File: src/common/decap_pkg.sv
// Shared widths, ring counts and record types for the RCI decapsulation lookup.
// Every RTL file and the testbench refer to these by decap_pkg::name.
`default_nettype none

package decap_pkg;

        localparam int RING_W = 64;
        localparam int KEY_W = 128;
        localparam int PAYLOAD_W = 32;
        localparam int HASH_W = 10;
        localparam int VALUE_ADDR_W = 12;
        localparam int ENTRY_W = 1 + VALUE_ADDR_W + HASH_W;    // Valid, value address, tag
        localparam int BUCKET_W = 2 * ENTRY_W;

        localparam int WORDS_PER_SEG = 5;
        localparam int SEGS_PER_FRAME = 6;
        localparam int WARMUP_FRAMES = 16;
        localparam int SEG_IDX_W = 3;
        localparam int WORD_IDX_W = 3;
        localparam int FRAME_W = 5;
        localparam int PROBE_GAP = 5;
        localparam int FIFO_DEPTH_LOG = 3;

        localparam logic [WORD_IDX_W-1:0] LAST_WORD = WORD_IDX_W'(WORDS_PER_SEG - 1);
        localparam logic [SEG_IDX_W-1:0] LAST_SEG = SEG_IDX_W'(SEGS_PER_FRAME - 1);
        localparam logic [FRAME_W-1:0] WARMUP_CNT = FRAME_W'(WARMUP_FRAMES);

        typedef struct packed {
                logic [SEG_IDX_W-1:0] seg;
                logic [KEY_W-1:0] key;
        } key_rec_t;

        typedef struct packed {
                logic [KEY_W-1:0] key;
                logic [PAYLOAD_W-1:0] payload;
        } value_word_t;

        typedef struct packed {
                logic hit;
                logic [SEG_IDX_W-1:0] seg;
                logic [PAYLOAD_W-1:0] payload;
        } result_t;

        typedef struct packed {
                logic [BUCKET_W-1:0] ht1;
                logic [BUCKET_W-1:0] ht0;     // Entry 0 sits in the low ENTRY_W bits
        } bucket_pair_t;

        // ####################
        // Hash fold. The key is cut into HASH_W-bit slices from bit 0 upward, the last
        // slice is zero-padded, and all slices are XORed together. Hash 1 applies the
        // same fold to the bit-reversed key.
        // ####################
        localparam int HASH_SLICES = (KEY_W + HASH_W - 1) / HASH_W;

        function automatic logic [HASH_W-1:0] fold_hash(input logic [KEY_W-1:0] key);
                logic [HASH_SLICES*HASH_W-1:0] padded;
                logic [HASH_W-1:0] h;
                padded = '0;
                padded[KEY_W-1:0] = key;
                h = '0;
                for (int i = 0; i < HASH_SLICES; i++)
                        h = h ^ padded[i*HASH_W +: HASH_W];
                return h;
        endfunction

endpackage

`default_nettype wire

File: src/design/sync_fifo.sv
// First-word-fall-through FIFO on a register array.
// The head entry is on dout whenever empty is low.
`timescale 1ns/1ps
`default_nettype none

module sync_fifo #(
        parameter int WIDTH = 8,
        parameter int DEPTH_LOG = 3
) (
        input wire clk,
        input wire rst,
        input wire wr,
        input wire [WIDTH-1:0] din,
        input wire rd,
        output logic [WIDTH-1:0] dout,
        output logic empty
);

        logic [WIDTH-1:0] mem [2**DEPTH_LOG];
        logic [DEPTH_LOG:0] wr_ptr;     // Extra bit tells full from empty
        logic [DEPTH_LOG:0] rd_ptr;

        assign empty = wr_ptr == rd_ptr;
        assign dout = mem[rd_ptr[DEPTH_LOG-1:0]];

        always_ff @(posedge clk) begin
                if (wr)
                        mem[wr_ptr[DEPTH_LOG-1:0]] <= din;
        end

        always_ff @(posedge clk) begin
                if (rst) begin
                        wr_ptr <= '0;
                        rd_ptr <= '0;
                end else begin
                        if (wr)
                                wr_ptr <= wr_ptr + 1'b1;
                        if (rd && !empty)
                                rd_ptr <= rd_ptr + 1'b1;
                end
        end

endmodule

`default_nettype wire

File: src/design/ring_capture.sv
// Input side of the lookup. Tracks word and segment position on the input ring,
// waits out the warm-up frames and then queues one key record per segment.
`timescale 1ns/1ps
`default_nettype none

module ring_capture (
        input wire clk,
        input wire rst,
        input wire [decap_pkg::RING_W-1:0] ring_in_data,
        input wire ring_in_sof,
        input wire ring_in_sos,
        output logic key_wr,
        output decap_pkg::key_rec_t key_rec
);

        logic [decap_pkg::RING_W-1:0] data_d1;
        logic [decap_pkg::RING_W-1:0] data_d2;
        logic sof_d1;
        logic sos_d1;
        logic [decap_pkg::WORD_IDX_W-1:0] word_cnt;    // Position of data_d2
        logic [decap_pkg::SEG_IDX_W-1:0] seg_cnt;
        logic [decap_pkg::FRAME_W-1:0] frame_cnt;
        logic ready;
        logic last_word;
        logic last_seg;
        logic [decap_pkg::KEY_W-1:0] key_r;

        assign last_word = word_cnt == decap_pkg::LAST_WORD;
        assign last_seg = seg_cnt == decap_pkg::LAST_SEG;

        assign key_wr = ready && word_cnt == 3'd2;     // Key is complete after word 1
        assign key_rec = '{seg: seg_cnt, key: key_r};

        always_ff @(posedge clk) begin
                data_d1 <= ring_in_data;
                data_d2 <= data_d1;
                if (word_cnt == 3'd0)
                        key_r[decap_pkg::RING_W-1:0] <= data_d2;
                if (word_cnt == 3'd1)
                        key_r[decap_pkg::KEY_W-1:decap_pkg::RING_W] <= data_d2;
        end

        always_ff @(posedge clk) begin
                if (rst) begin
                        sof_d1 <= 1'b0;
                        sos_d1 <= 1'b0;
                        word_cnt <= '0;
                        seg_cnt <= '0;
                        frame_cnt <= '0;
                        ready <= 1'b0;
                end else begin
                        sof_d1 <= ring_in_sof;
                        sos_d1 <= ring_in_sos;
                        word_cnt <= (sos_d1 || last_word) ? '0 : word_cnt + 1'b1;
                        if (sof_d1)
                                seg_cnt <= '0;
                        else if (last_word)
                                seg_cnt <= last_seg ? '0 : seg_cnt + 1'b1;
                        if (sof_d1 && frame_cnt != decap_pkg::WARMUP_CNT)
                                frame_cnt <= frame_cnt + 1'b1;
                        if (sof_d1 && frame_cnt == decap_pkg::WARMUP_CNT)
                                ready <= 1'b1;         // First frame after warm-up
                end
        end

endmodule

`default_nettype wire

File: src/lookup/key_hash.sv
// Registered hash of a key for both hash tables.
// hash0 folds the key itself, hash1 folds the bit-reversed key.
`timescale 1ns/1ps
`default_nettype none

module key_hash (
        input wire clk,
        input wire [decap_pkg::KEY_W-1:0] key,
        output logic [decap_pkg::HASH_W-1:0] hash0,
        output logic [decap_pkg::HASH_W-1:0] hash1
);

        logic [decap_pkg::KEY_W-1:0] key_rev;

        assign key_rev = {<<{key}};

        always_ff @(posedge clk) begin
                hash0 <= decap_pkg::fold_hash(key);
                hash1 <= decap_pkg::fold_hash(key_rev);
        end

endmodule

`default_nettype wire

File: src/lookup/bucket_probe.sv
// Front half of a lookup. Pops keys at most once every PROBE_GAP cycles,
// reads both hash-table buckets, then issues the four value-table reads.
`timescale 1ns/1ps
`default_nettype none

module bucket_probe (
        input wire clk,
        input wire rst,
        input wire key_empty,
        output logic key_rd,
        input var decap_pkg::key_rec_t key_rec,
        output logic ht_rd,
        output logic [decap_pkg::HASH_W-1:0] ht0_addr,
        output logic [decap_pkg::HASH_W-1:0] ht1_addr,
        input wire ht_ack,
        input var decap_pkg::bucket_pair_t ht_rdata,
        output logic val_rd,
        output logic [decap_pkg::VALUE_ADDR_W-1:0] val_addr,
        output logic valid_wr,
        output logic [3:0] entry_valid
);

        logic [decap_pkg::PROBE_GAP-2:0] pop_hist;     // Bit 0 is the pop one cycle ago
        logic [decap_pkg::HASH_W-1:0] hash0;
        logic [decap_pkg::HASH_W-1:0] hash1;
        logic [3:0][decap_pkg::ENTRY_W-1:0] entries;
        logic [3:0] ack_d;
        logic [1:0] ent_idx;

        assign key_rd = !key_empty && !(|pop_hist);

        key_hash u_key_hash (
                .clk(clk),
                .key(key_rec.key),
                .hash0(hash0),
                .hash1(hash1)
        );

        // ####################
        // Value reads, one per entry on the four cycles after the buckets land
        // ####################
        assign val_rd = |ack_d;
        assign val_addr = entries[ent_idx][decap_pkg::ENTRY_W-2 -: decap_pkg::VALUE_ADDR_W];
        assign valid_wr = ack_d[0];

        always_comb begin
                for (int i = 0; i < 4; i++)
                        entry_valid[i] = entries[i][decap_pkg::ENTRY_W-1];
        end

        always_ff @(posedge clk) begin
                ht0_addr <= hash0;
                ht1_addr <= hash1;
                if (ht_ack)
                        entries <= {ht_rdata.ht1, ht_rdata.ht0};
        end

        always_ff @(posedge clk) begin
                if (rst) begin
                        pop_hist <= '0;
                        ht_rd <= 1'b0;
                        ack_d <= '0;
                        ent_idx <= '0;
                end else begin
                        pop_hist <= {pop_hist[decap_pkg::PROBE_GAP-3:0], key_rd};
                        ht_rd <= pop_hist[0];  // Hashes are ready one cycle after the pop
                        ack_d <= {ack_d[2:0], ht_ack};
                        if (val_rd)
                                ent_idx <= ent_idx + 1'b1;
                end
        end

endmodule

`default_nettype wire

File: src/lookup/entry_match.sv
// Back half of a lookup. Compares each value-table word against the in-flight
// key and reports one result after the fourth value acknowledge.
`timescale 1ns/1ps
`default_nettype none

module entry_match (
        input wire clk,
        input wire rst,
        input wire val_ack,
        input var decap_pkg::value_word_t val_rdata,
        input var decap_pkg::key_rec_t flight_key,
        input wire [3:0] entry_valid,
        output logic done,
        output decap_pkg::result_t result
);

        logic ack_d1;
        decap_pkg::value_word_t word_d1;
        logic [1:0] ack_cnt;           // Entry index of word_d1
        logic match;
        logic hit_r;
        logic [decap_pkg::PAYLOAD_W-1:0] pay_r;

        assign match = ack_d1 && entry_valid[ack_cnt] && word_d1.key == flight_key.key;
        assign result = '{hit: hit_r, seg: flight_key.seg, payload: pay_r};

        always_ff @(posedge clk) begin
                word_d1 <= val_rdata;
        end

        always_ff @(posedge clk) begin
                if (rst) begin
                        ack_d1 <= 1'b0;
                        ack_cnt <= '0;
                        done <= 1'b0;
                        hit_r <= 1'b0;
                        pay_r <= '0;
                end else begin
                        ack_d1 <= val_ack;
                        if (ack_d1)
                                ack_cnt <= ack_cnt + 1'b1;
                        done <= ack_d1 && ack_cnt == 2'd3;
                        if (done) begin
                                hit_r <= 1'b0;
                                pay_r <= '0;
                        end else if (match) begin
                                hit_r <= 1'b1;
                                pay_r <= word_d1.payload;      // Later entries win
                        end
                end
        end

endmodule

`default_nettype wire

File: src/design/ring_emit.sv
// Output side of the lookup. Drives a free-running output ring and fills
// word 0 of each segment from the pending result queue, in segment order.
`timescale 1ns/1ps
`default_nettype none

module ring_emit (
        input wire clk,
        input wire rst,
        input wire res_wr,
        input var decap_pkg::result_t res,
        output logic [decap_pkg::RING_W-1:0] ring_out_data,
        output logic ring_out_sof,
        output logic ring_out_sos
);

        logic [decap_pkg::WORD_IDX_W-1:0] word_cnt;
        logic [decap_pkg::SEG_IDX_W-1:0] seg_cnt;
        logic [decap_pkg::SEG_IDX_W-1:0] next_seg;
        logic last_word;
        logic last_seg;
        logic enable;
        logic pend_rd;
        logic pend_empty;
        decap_pkg::result_t head;

        assign last_word = word_cnt == decap_pkg::LAST_WORD;
        assign last_seg = seg_cnt == decap_pkg::LAST_SEG;
        assign next_seg = !last_word ? seg_cnt : (last_seg ? '0 : seg_cnt + 1'b1);
        assign pend_rd = enable && last_word;          // Head was used by this segment

        sync_fifo #(
                .WIDTH($bits(decap_pkg::result_t)),
                .DEPTH_LOG(decap_pkg::FIFO_DEPTH_LOG)
        ) u_pending_fifo (
                .clk(clk),
                .rst(rst),
                .wr(res_wr),
                .din(res),
                .rd(pend_rd),
                .dout(head),
                .empty(pend_empty)
        );

        always_ff @(posedge clk) begin
                if (rst) begin
                        word_cnt <= '0;
                        seg_cnt <= '0;
                        enable <= 1'b0;
                        ring_out_data <= '0;
                        ring_out_sof <= 1'b0;
                        ring_out_sos <= 1'b0;
                end else begin
                        word_cnt <= last_word ? '0 : word_cnt + 1'b1;
                        seg_cnt <= next_seg;
                        if (last_word && !pend_empty && head.seg == next_seg)
                                enable <= 1'b1;        // Stays set from the first match
                        ring_out_sos <= last_word;
                        ring_out_sof <= last_word && last_seg;
                        if (enable && word_cnt == '0)
                                ring_out_data <= {head.hit,
                                        {(decap_pkg::RING_W-1-decap_pkg::PAYLOAD_W){1'b0}},
                                        head.payload};
                        else
                                ring_out_data <= '0;
                end
        end

endmodule

`default_nettype wire

File: src/design/decap_lookup.sv
// Top level of the RCI lookup. Keys from the input ring pass through the key,
// in-flight and valid queues around the two lookup stages to the output ring.
`timescale 1ns/1ps
`default_nettype none

module decap_lookup (
        input wire clk,
        input wire rst,
        input wire [decap_pkg::RING_W-1:0] ring_in_data,
        input wire ring_in_sof,
        input wire ring_in_sos,
        output logic [decap_pkg::RING_W-1:0] ring_out_data,
        output logic ring_out_sof,
        output logic ring_out_sos,
        output logic ht_rd,
        output logic [decap_pkg::HASH_W-1:0] ht0_addr,
        output logic [decap_pkg::HASH_W-1:0] ht1_addr,
        input wire ht_ack,
        input var decap_pkg::bucket_pair_t ht_rdata,
        output logic val_rd,
        output logic [decap_pkg::VALUE_ADDR_W-1:0] val_addr,
        input wire val_ack,
        input var decap_pkg::value_word_t val_rdata
);

        localparam int REC_W = $bits(decap_pkg::key_rec_t);

        logic key_wr;
        logic key_rd;
        logic key_empty;
        decap_pkg::key_rec_t key_in;
        decap_pkg::key_rec_t key_head;
        decap_pkg::key_rec_t flight_key;
        logic valid_wr;
        logic [3:0] entry_valid;
        logic [3:0] valid_head;
        logic done;
        decap_pkg::result_t result;

        ring_capture u_ring_capture (
                .clk(clk), .rst(rst),
                .ring_in_data(ring_in_data), .ring_in_sof(ring_in_sof),
                .ring_in_sos(ring_in_sos),
                .key_wr(key_wr), .key_rec(key_in)
        );

        sync_fifo #(.WIDTH(REC_W), .DEPTH_LOG(decap_pkg::FIFO_DEPTH_LOG)) u_key_fifo (
                .clk(clk), .rst(rst), .wr(key_wr), .din(key_in),
                .rd(key_rd), .dout(key_head), .empty(key_empty)
        );

        // Each popped key waits here until its result is built
        sync_fifo #(.WIDTH(REC_W), .DEPTH_LOG(decap_pkg::FIFO_DEPTH_LOG)) u_flight_fifo (
                .clk(clk), .rst(rst), .wr(key_rd), .din(key_head),
                .rd(done), .dout(flight_key), .empty()
        );

        sync_fifo #(.WIDTH(4), .DEPTH_LOG(decap_pkg::FIFO_DEPTH_LOG)) u_valid_fifo (
                .clk(clk), .rst(rst), .wr(valid_wr), .din(entry_valid),
                .rd(done), .dout(valid_head), .empty()
        );

        bucket_probe u_bucket_probe (
                .clk(clk), .rst(rst),
                .key_empty(key_empty), .key_rd(key_rd), .key_rec(key_head),
                .ht_rd(ht_rd), .ht0_addr(ht0_addr), .ht1_addr(ht1_addr),
                .ht_ack(ht_ack), .ht_rdata(ht_rdata),
                .val_rd(val_rd), .val_addr(val_addr),
                .valid_wr(valid_wr), .entry_valid(entry_valid)
        );

        entry_match u_entry_match (
                .clk(clk), .rst(rst),
                .val_ack(val_ack), .val_rdata(val_rdata),
                .flight_key(flight_key), .entry_valid(valid_head),
                .done(done), .result(result)
        );

        ring_emit u_ring_emit (
                .clk(clk), .rst(rst),
                .res_wr(done), .res(result),
                .ring_out_data(ring_out_data), .ring_out_sof(ring_out_sof),
                .ring_out_sos(ring_out_sos)
        );

endmodule

`default_nettype wire

File: config.mk
export PLATFORM = sky130hd
export DESIGN_NAME = decap_lookup
export DESIGN_NICKNAME = d
export VERILOG_FILES = /design/src/common/decap_pkg.sv /design/src/design/sync_fifo.sv /design/src/design/ring_capture.sv /design/src/lookup/key_hash.sv /design/src/lookup/bucket_probe.sv /design/src/lookup/entry_match.sv /design/src/design/ring_emit.sv /design/src/design/decap_lookup.sv
export SDC_FILE = /design/constraint.sdc
export NUM_CORES = 2
export LEC_CHECK = 0
export ABC_AREA = 0
export BUFFER_PORTS_ARGS = -buffer_cell sky130_fd_sc_hd__buf_2
export CORE_MARGIN = 5
export CORE_UTILIZATION = 52
export CTS_BUF_LIST = sky130_fd_sc_hd__clkbuf_16
export CTS_CLUSTER_SIZE = 12
export DETAILED_ROUTE_END_ITERATION = 12
export PLACE_DENSITY = 0.76
export SYNTH_ARGS = -nofsm -noshare
export SYNTH_HDL_FRONTEND = slang
export SYNTH_SLANG_ARGS = --single-unit
File: constraint.sdc
create_clock -name clk -period 12.9 [get_ports clk]
set_clock_uncertainty 0.2 [all_clocks]
set_input_delay 0.645 -clock clk [delete_from_list [all_inputs] [get_ports clk]]
set_output_delay 0.645 -clock clk [all_outputs]
set_load 0.01 [all_outputs]
==> flow_results.org <==
** Die
- Floorplan row count :: 169
- Chip Width :: 473 um
- Die boundary height :: 473 um
- I/O Pins :: 422
- The core region is 213000 um^2.
- The floorplan step defined a die boundary enclosing 224000 um^2.
- Initial core utilization :: 52.4%

** Yosys
- Top cells by area, synth :: sky130_fd_sc_hd__edfxtp_1, sky130_fd_sc_hd__mux4_2, sky130_fd_sc_hd__dfxtp_1
- Sequential fraction of the synthesis area :: 78.5%
- Most frequently used cell type in the post-synthesis netlist :: sky130_fd_sc_hd__edfxtp_1
- Synthesis produced a netlist whose cell count is 5053.
- Dividing the synthesized area by the synthesized cell count gives 22.0 um^2.
- Of all cell types, the one taking the most synthesized area is sky130_fd_sc_hd__edfxtp_1.
- Ranked by instance count, the synthesized netlist is headed by sky130_fd_sc_hd__edfxtp_1, sky130_fd_sc_hd__mux4_2, sky130_fd_sc_hd__dfxtp_1, sky130_fd_sc_hd__mux2i_1, sky130_fd_sc_hd__mux2_2.
- Most used flip-flop cell after synthesis :: sky130_fd_sc_hd__edfxtp_1
- Share of synthesized flip-flops with an asynchronous set or reset :: 0%
- Netlist cell types :: 70
- The synthesized design contains 3071 register bits.
- In this run the biggest area consumer among cell types represents 70.0% of the synthesized area.
- The Yosys step of the flow raised 0 warnings.
- In this run, synthesis inferred 2596 flip-flops with an integrated enable.
- The mapped netlist covers 111000 um^2.

** STA
- The count of final max-slew check failures was 0.
- RSZ-0062 raised after global routing :: no
- # setup viols final :: 0
- For the pin with the worst max-slew slack, the measured transition is 1340 ps.
- Tcrit/Tclk final :: 47.2%
- The worst pin sits at a relative slew slack of 10.5%.
- Count of final hold-check violations :: 0
- PnR worst setup slack :: 6810 ps
- Post-route minimum period :: 6090 ps
- Derived from the worst setup path, the maximum achievable clock frequency is 164 MHz.
- Setup TNS :: 0 ps

** Drt
- Before antenna repair, the detailed router went through 7 iterations.
- Final routed wirelength across all metal layers :: 261000 um
- In this run, the number of DRC markers left after iteration 0 of detailed routing was 6535.
- Vias :: 53700
- In the final routed layout, each cell accounts on average for 29.3 um.
- For this run, design rule violations remaining after detail routing come to 0.
- The detail route stage leaves a number of antenna-violating nets equal to 0.
- Per-cell via count in the routed design :: 6.03

** Setup path
- For this design, the slowest cell found on the critical path is sky130_fd_sc_hd__buf_4.
- Worst Reg-to-Reg Cells :: 11
- At the worst endpoint, the arrival time is 6640 ps.
- Traced cell by cell, the critical path runs through buf_4 -> buf_4 -> mux4_2 -> mux2i_1 -> xor2_1 -> nand4_1 -> nor4_1 -> nand4_1 -> or2_2 -> o21ai_1 -> a21oi_1.
- The worst setup path is of the reg -> reg kind.
- CP delay by family, top :: simple AND/OR/NAND/NOR gates
- The worst setup path is launched from a register.
- Counting buffers and inverters, the worst setup path is 11 cells deep.
- Crit. End Element :: register
- Endpoint required time on the critical path :: 13450 ps
- The number of buffers and inverters on the critical path is 2.
- Critical path peak fanout :: 56
- Longest individual stage delay on the worst path :: 830 ps

** Finish
- Compared with the post-synthesis result, the final layout area differs by 15.3%.
- Layout Nets :: 6205
- The post-route netlist has 25.5% of its cells at a drive strength greater than 1.
- Post-route design area :: 128000 um^2

** Worst hold path
- The tightest min-delay check is of the reg -> reg type.
- The worst hold path was traced through 0 stages.

** Global route
- In the global route stage, met3 resource usage came out at 4.08%.
- Global Route Usage Sum :: 23.3%
- The number of global-route vias before repair came to 54600.
- In the global route stage, met2 resource usage came out at 37.4%.
- Global routing consumed, on the met1 layer, 32.2% of the routing resources.
- Entering global routing, the biggest net connects 137 pins.
- The layer flagged by global routing as most heavily used is met2.
- The first global-routing pass estimated 378000 um of wire.
- Initial antenna violation count :: 17
- Leftover overflow at the end of global routing :: 0

** Placement
- Summed over all nets, the half-perimeter wirelength after detailed placement is 149000 um.
- At the placement stage, the worst setup path has a slack of 6890 ps.
- In this run the cell area measured after placement is 116000 um^2.
- During placement, the flow inserted port buffers numbering 350.
- At the end of routability-driven placement, the weighted congestion stood at 0.765.

** Outcome
- The flow ran to the end, and the final reports show no timing, DRC or antenna violations.

** Clock tree
- The clock reaches the later pin of the worst-skew pair after 930 ps.
- TritonCTS built the clock tree.
- Gates resized during post-CTS repair numbered 0.
- CTS sink count :: 3071
- Buffers inserted during clock tree synthesis total 326.
- Clock tree root buffer cell :: sky130_fd_sc_hd__clkbuf_16
- Clock-pin slew was measured on the worst setup and hold paths at 60 ps.
- CTS H-Tree Depth :: 5
- Hold repair after CTS inserted 280 buffers.
- Clock Path Buffers :: 4
- Post-CTS setup buffer count :: 0

** Power and ir drop
- Total power consumption of the routed design :: 20.5 mW
- Across the VDD grid, the largest voltage drop is 147 uV.
- The analysis attributes to cell leakage a power of 42.2 nW.
- Dividing total power by cell area gives a power density of 160 nW/um^2.

** Run
- Max-cap violations in this run came to 0.
-- kinds of logic after synthesis --
| logic type | Yosys count | synth area share, % |
|---|---|---|
| XOR/XNOR | 227 | 2.43 |
| adder cells (fa/ha/maj) | 17 | 0.191 |
| multiplexers | 941 | 15.0 |
| AND/OR/NAND/NOR | 349 | 1.56 |
| buffers and inverters | 260 | 1.22 |
| flip-flops | 3071 | 78.5 |
| AO/OA/AOI/OAI | 187 | 1.07 |
| other | 1 | 0.00337 |
-- per-stage QoR --
stage	std cells	hold WS (ps)	util, %
2_1_floorplan	5083	110	-
3_3_place_gp	8079	115	54.8
3_5_place_dp	8079	112	54.8
4_1_cts	8892	68.9	60.4
5_1_grt	8897	86.2	60.4
6_report	8901	73.2	60.4
-- cells in the final DEF, fill, tap and decap left out, types with 8 or more instances in the layout --
cell type,instances
sky130_fd_sc_hd__a21oi_1,56
sky130_fd_sc_hd__a22o_1,8
sky130_fd_sc_hd__a22oi_1,30
sky130_fd_sc_hd__buf_12,14
sky130_fd_sc_hd__buf_2,350
sky130_fd_sc_hd__buf_4,60
sky130_fd_sc_hd__clkbuf_16,333
sky130_fd_sc_hd__clkinv_1,35
sky130_fd_sc_hd__clkinv_2,20
sky130_fd_sc_hd__conb_1,31
sky130_fd_sc_hd__dfxtp_1,466
sky130_fd_sc_hd__dfxtp_4,8
sky130_fd_sc_hd__diode_2,9
sky130_fd_sc_hd__dlygate4sd3_1,280
sky130_fd_sc_hd__edfxtp_1,2596
sky130_fd_sc_hd__ha_1,17
sky130_fd_sc_hd__inv_1,141
sky130_fd_sc_hd__mux2_2,146
sky130_fd_sc_hd__mux2i_1,227
sky130_fd_sc_hd__mux4_2,566
sky130_fd_sc_hd__nand2_1,62
sky130_fd_sc_hd__nand2b_1,15
sky130_fd_sc_hd__nand3_1,42
sky130_fd_sc_hd__nand4_1,18
sky130_fd_sc_hd__nor2_1,95
sky130_fd_sc_hd__nor2_4,14
sky130_fd_sc_hd__nor2b_1,20
sky130_fd_sc_hd__nor3_1,12
sky130_fd_sc_hd__nor4_1,14
sky130_fd_sc_hd__o21ai_0,13
sky130_fd_sc_hd__o21ai_1,33
sky130_fd_sc_hd__o22ai_1,9
sky130_fd_sc_hd__xnor2_1,72
sky130_fd_sc_hd__xnor3_1,30
sky130_fd_sc_hd__xor2_1,105
sky130_fd_sc_hd__xor3_1,20
-- where the power goes --
group | switching (mW) | total (mW) | internal (mW)
clock | 3.55 | 8.20 | 4.65
sequential | 0.200 | 11.3 | 11.1
combinational | 0.556 | 1.05 | 0.498
-- flip-flops by register name, summed over array words and instances (netlist names), 5 cells and up, named ones only --
register	cells
u_bucket_probe.entries	48
u_bucket_probe.ht0_addr	10
u_bucket_probe.ht1_addr	10
u_bucket_probe.u_key_hash.hash0	10
u_bucket_probe.u_key_hash.hash1	10
u_entry_match.pay_r	32
u_entry_match.word_d1	160
u_flight_fifo.mem	1048
u_key_fifo.mem	1048
u_ring_capture.data_d1	64
u_ring_capture.data_d2	64
u_ring_capture.frame_cnt	5
u_ring_capture.key_r	128
u_ring_emit.ring_out_data	33
u_ring_emit.u_pending_fifo.mem	288
u_valid_fifo.mem	32
-- final cells by class --
| type | count | area, um^2 |
|---|---|---|
| Tap cell | 2821 | 3530 |
| Clock inverter | 200 | 881 |
| Clock buffer | 333 | 8330 |
| Sequential cell | 3071 | 87500 |
| Fill cell | 14200 | 84100 |
| Inverter | 11 | 42.5 |
| Antenna cell | 9 | 22.5 |
| Timing Repair Buffer | 704 | 5290 |
| Multi-Input combinational cell | 1752 | 22800 |
-- worst paths after layout --
path / start / end / slack, ps
hold / removal: u_ring_capture.data_d1[49] / u_ring_capture.data_d2[49] / 70
setup / recovery: register / u_entry_match.pay_r[7] / 6810
hold reg to reg: u_ring_capture.data_d1[49] / u_ring_capture.data_d2[49] / 70
setup reg to reg: register / u_entry_match.pay_r[7] / 6810
-- metal layers --
metal / vias up / share of wire (%) / routed length, um
met5: - / 0.0050 / 13
met4: 2 / 4.2 / 10900
met3: 508 / 9.0 / 23500
met2: 2889 / 49 / 128000
met1: 28200 / 38 / 99000
li1: 22100 / - / -
-- worst reg2reg max path: stages (launching register included) --
cell,delay [ps]
sky130_fd_sc_hd__dfxtp_4,790
sky130_fd_sc_hd__buf_4,840
sky130_fd_sc_hd__buf_4,860
sky130_fd_sc_hd__mux4_2,490
sky130_fd_sc_hd__mux2i_1,170
sky130_fd_sc_hd__xor2_1,170
sky130_fd_sc_hd__nand4_1,240
sky130_fd_sc_hd__nor4_1,620
sky130_fd_sc_hd__nand4_1,410
sky130_fd_sc_hd__or2_2,710
sky130_fd_sc_hd__o21ai_1,310
sky130_fd_sc_hd__a21oi_1,100
(Power assumes the default switching activity.)
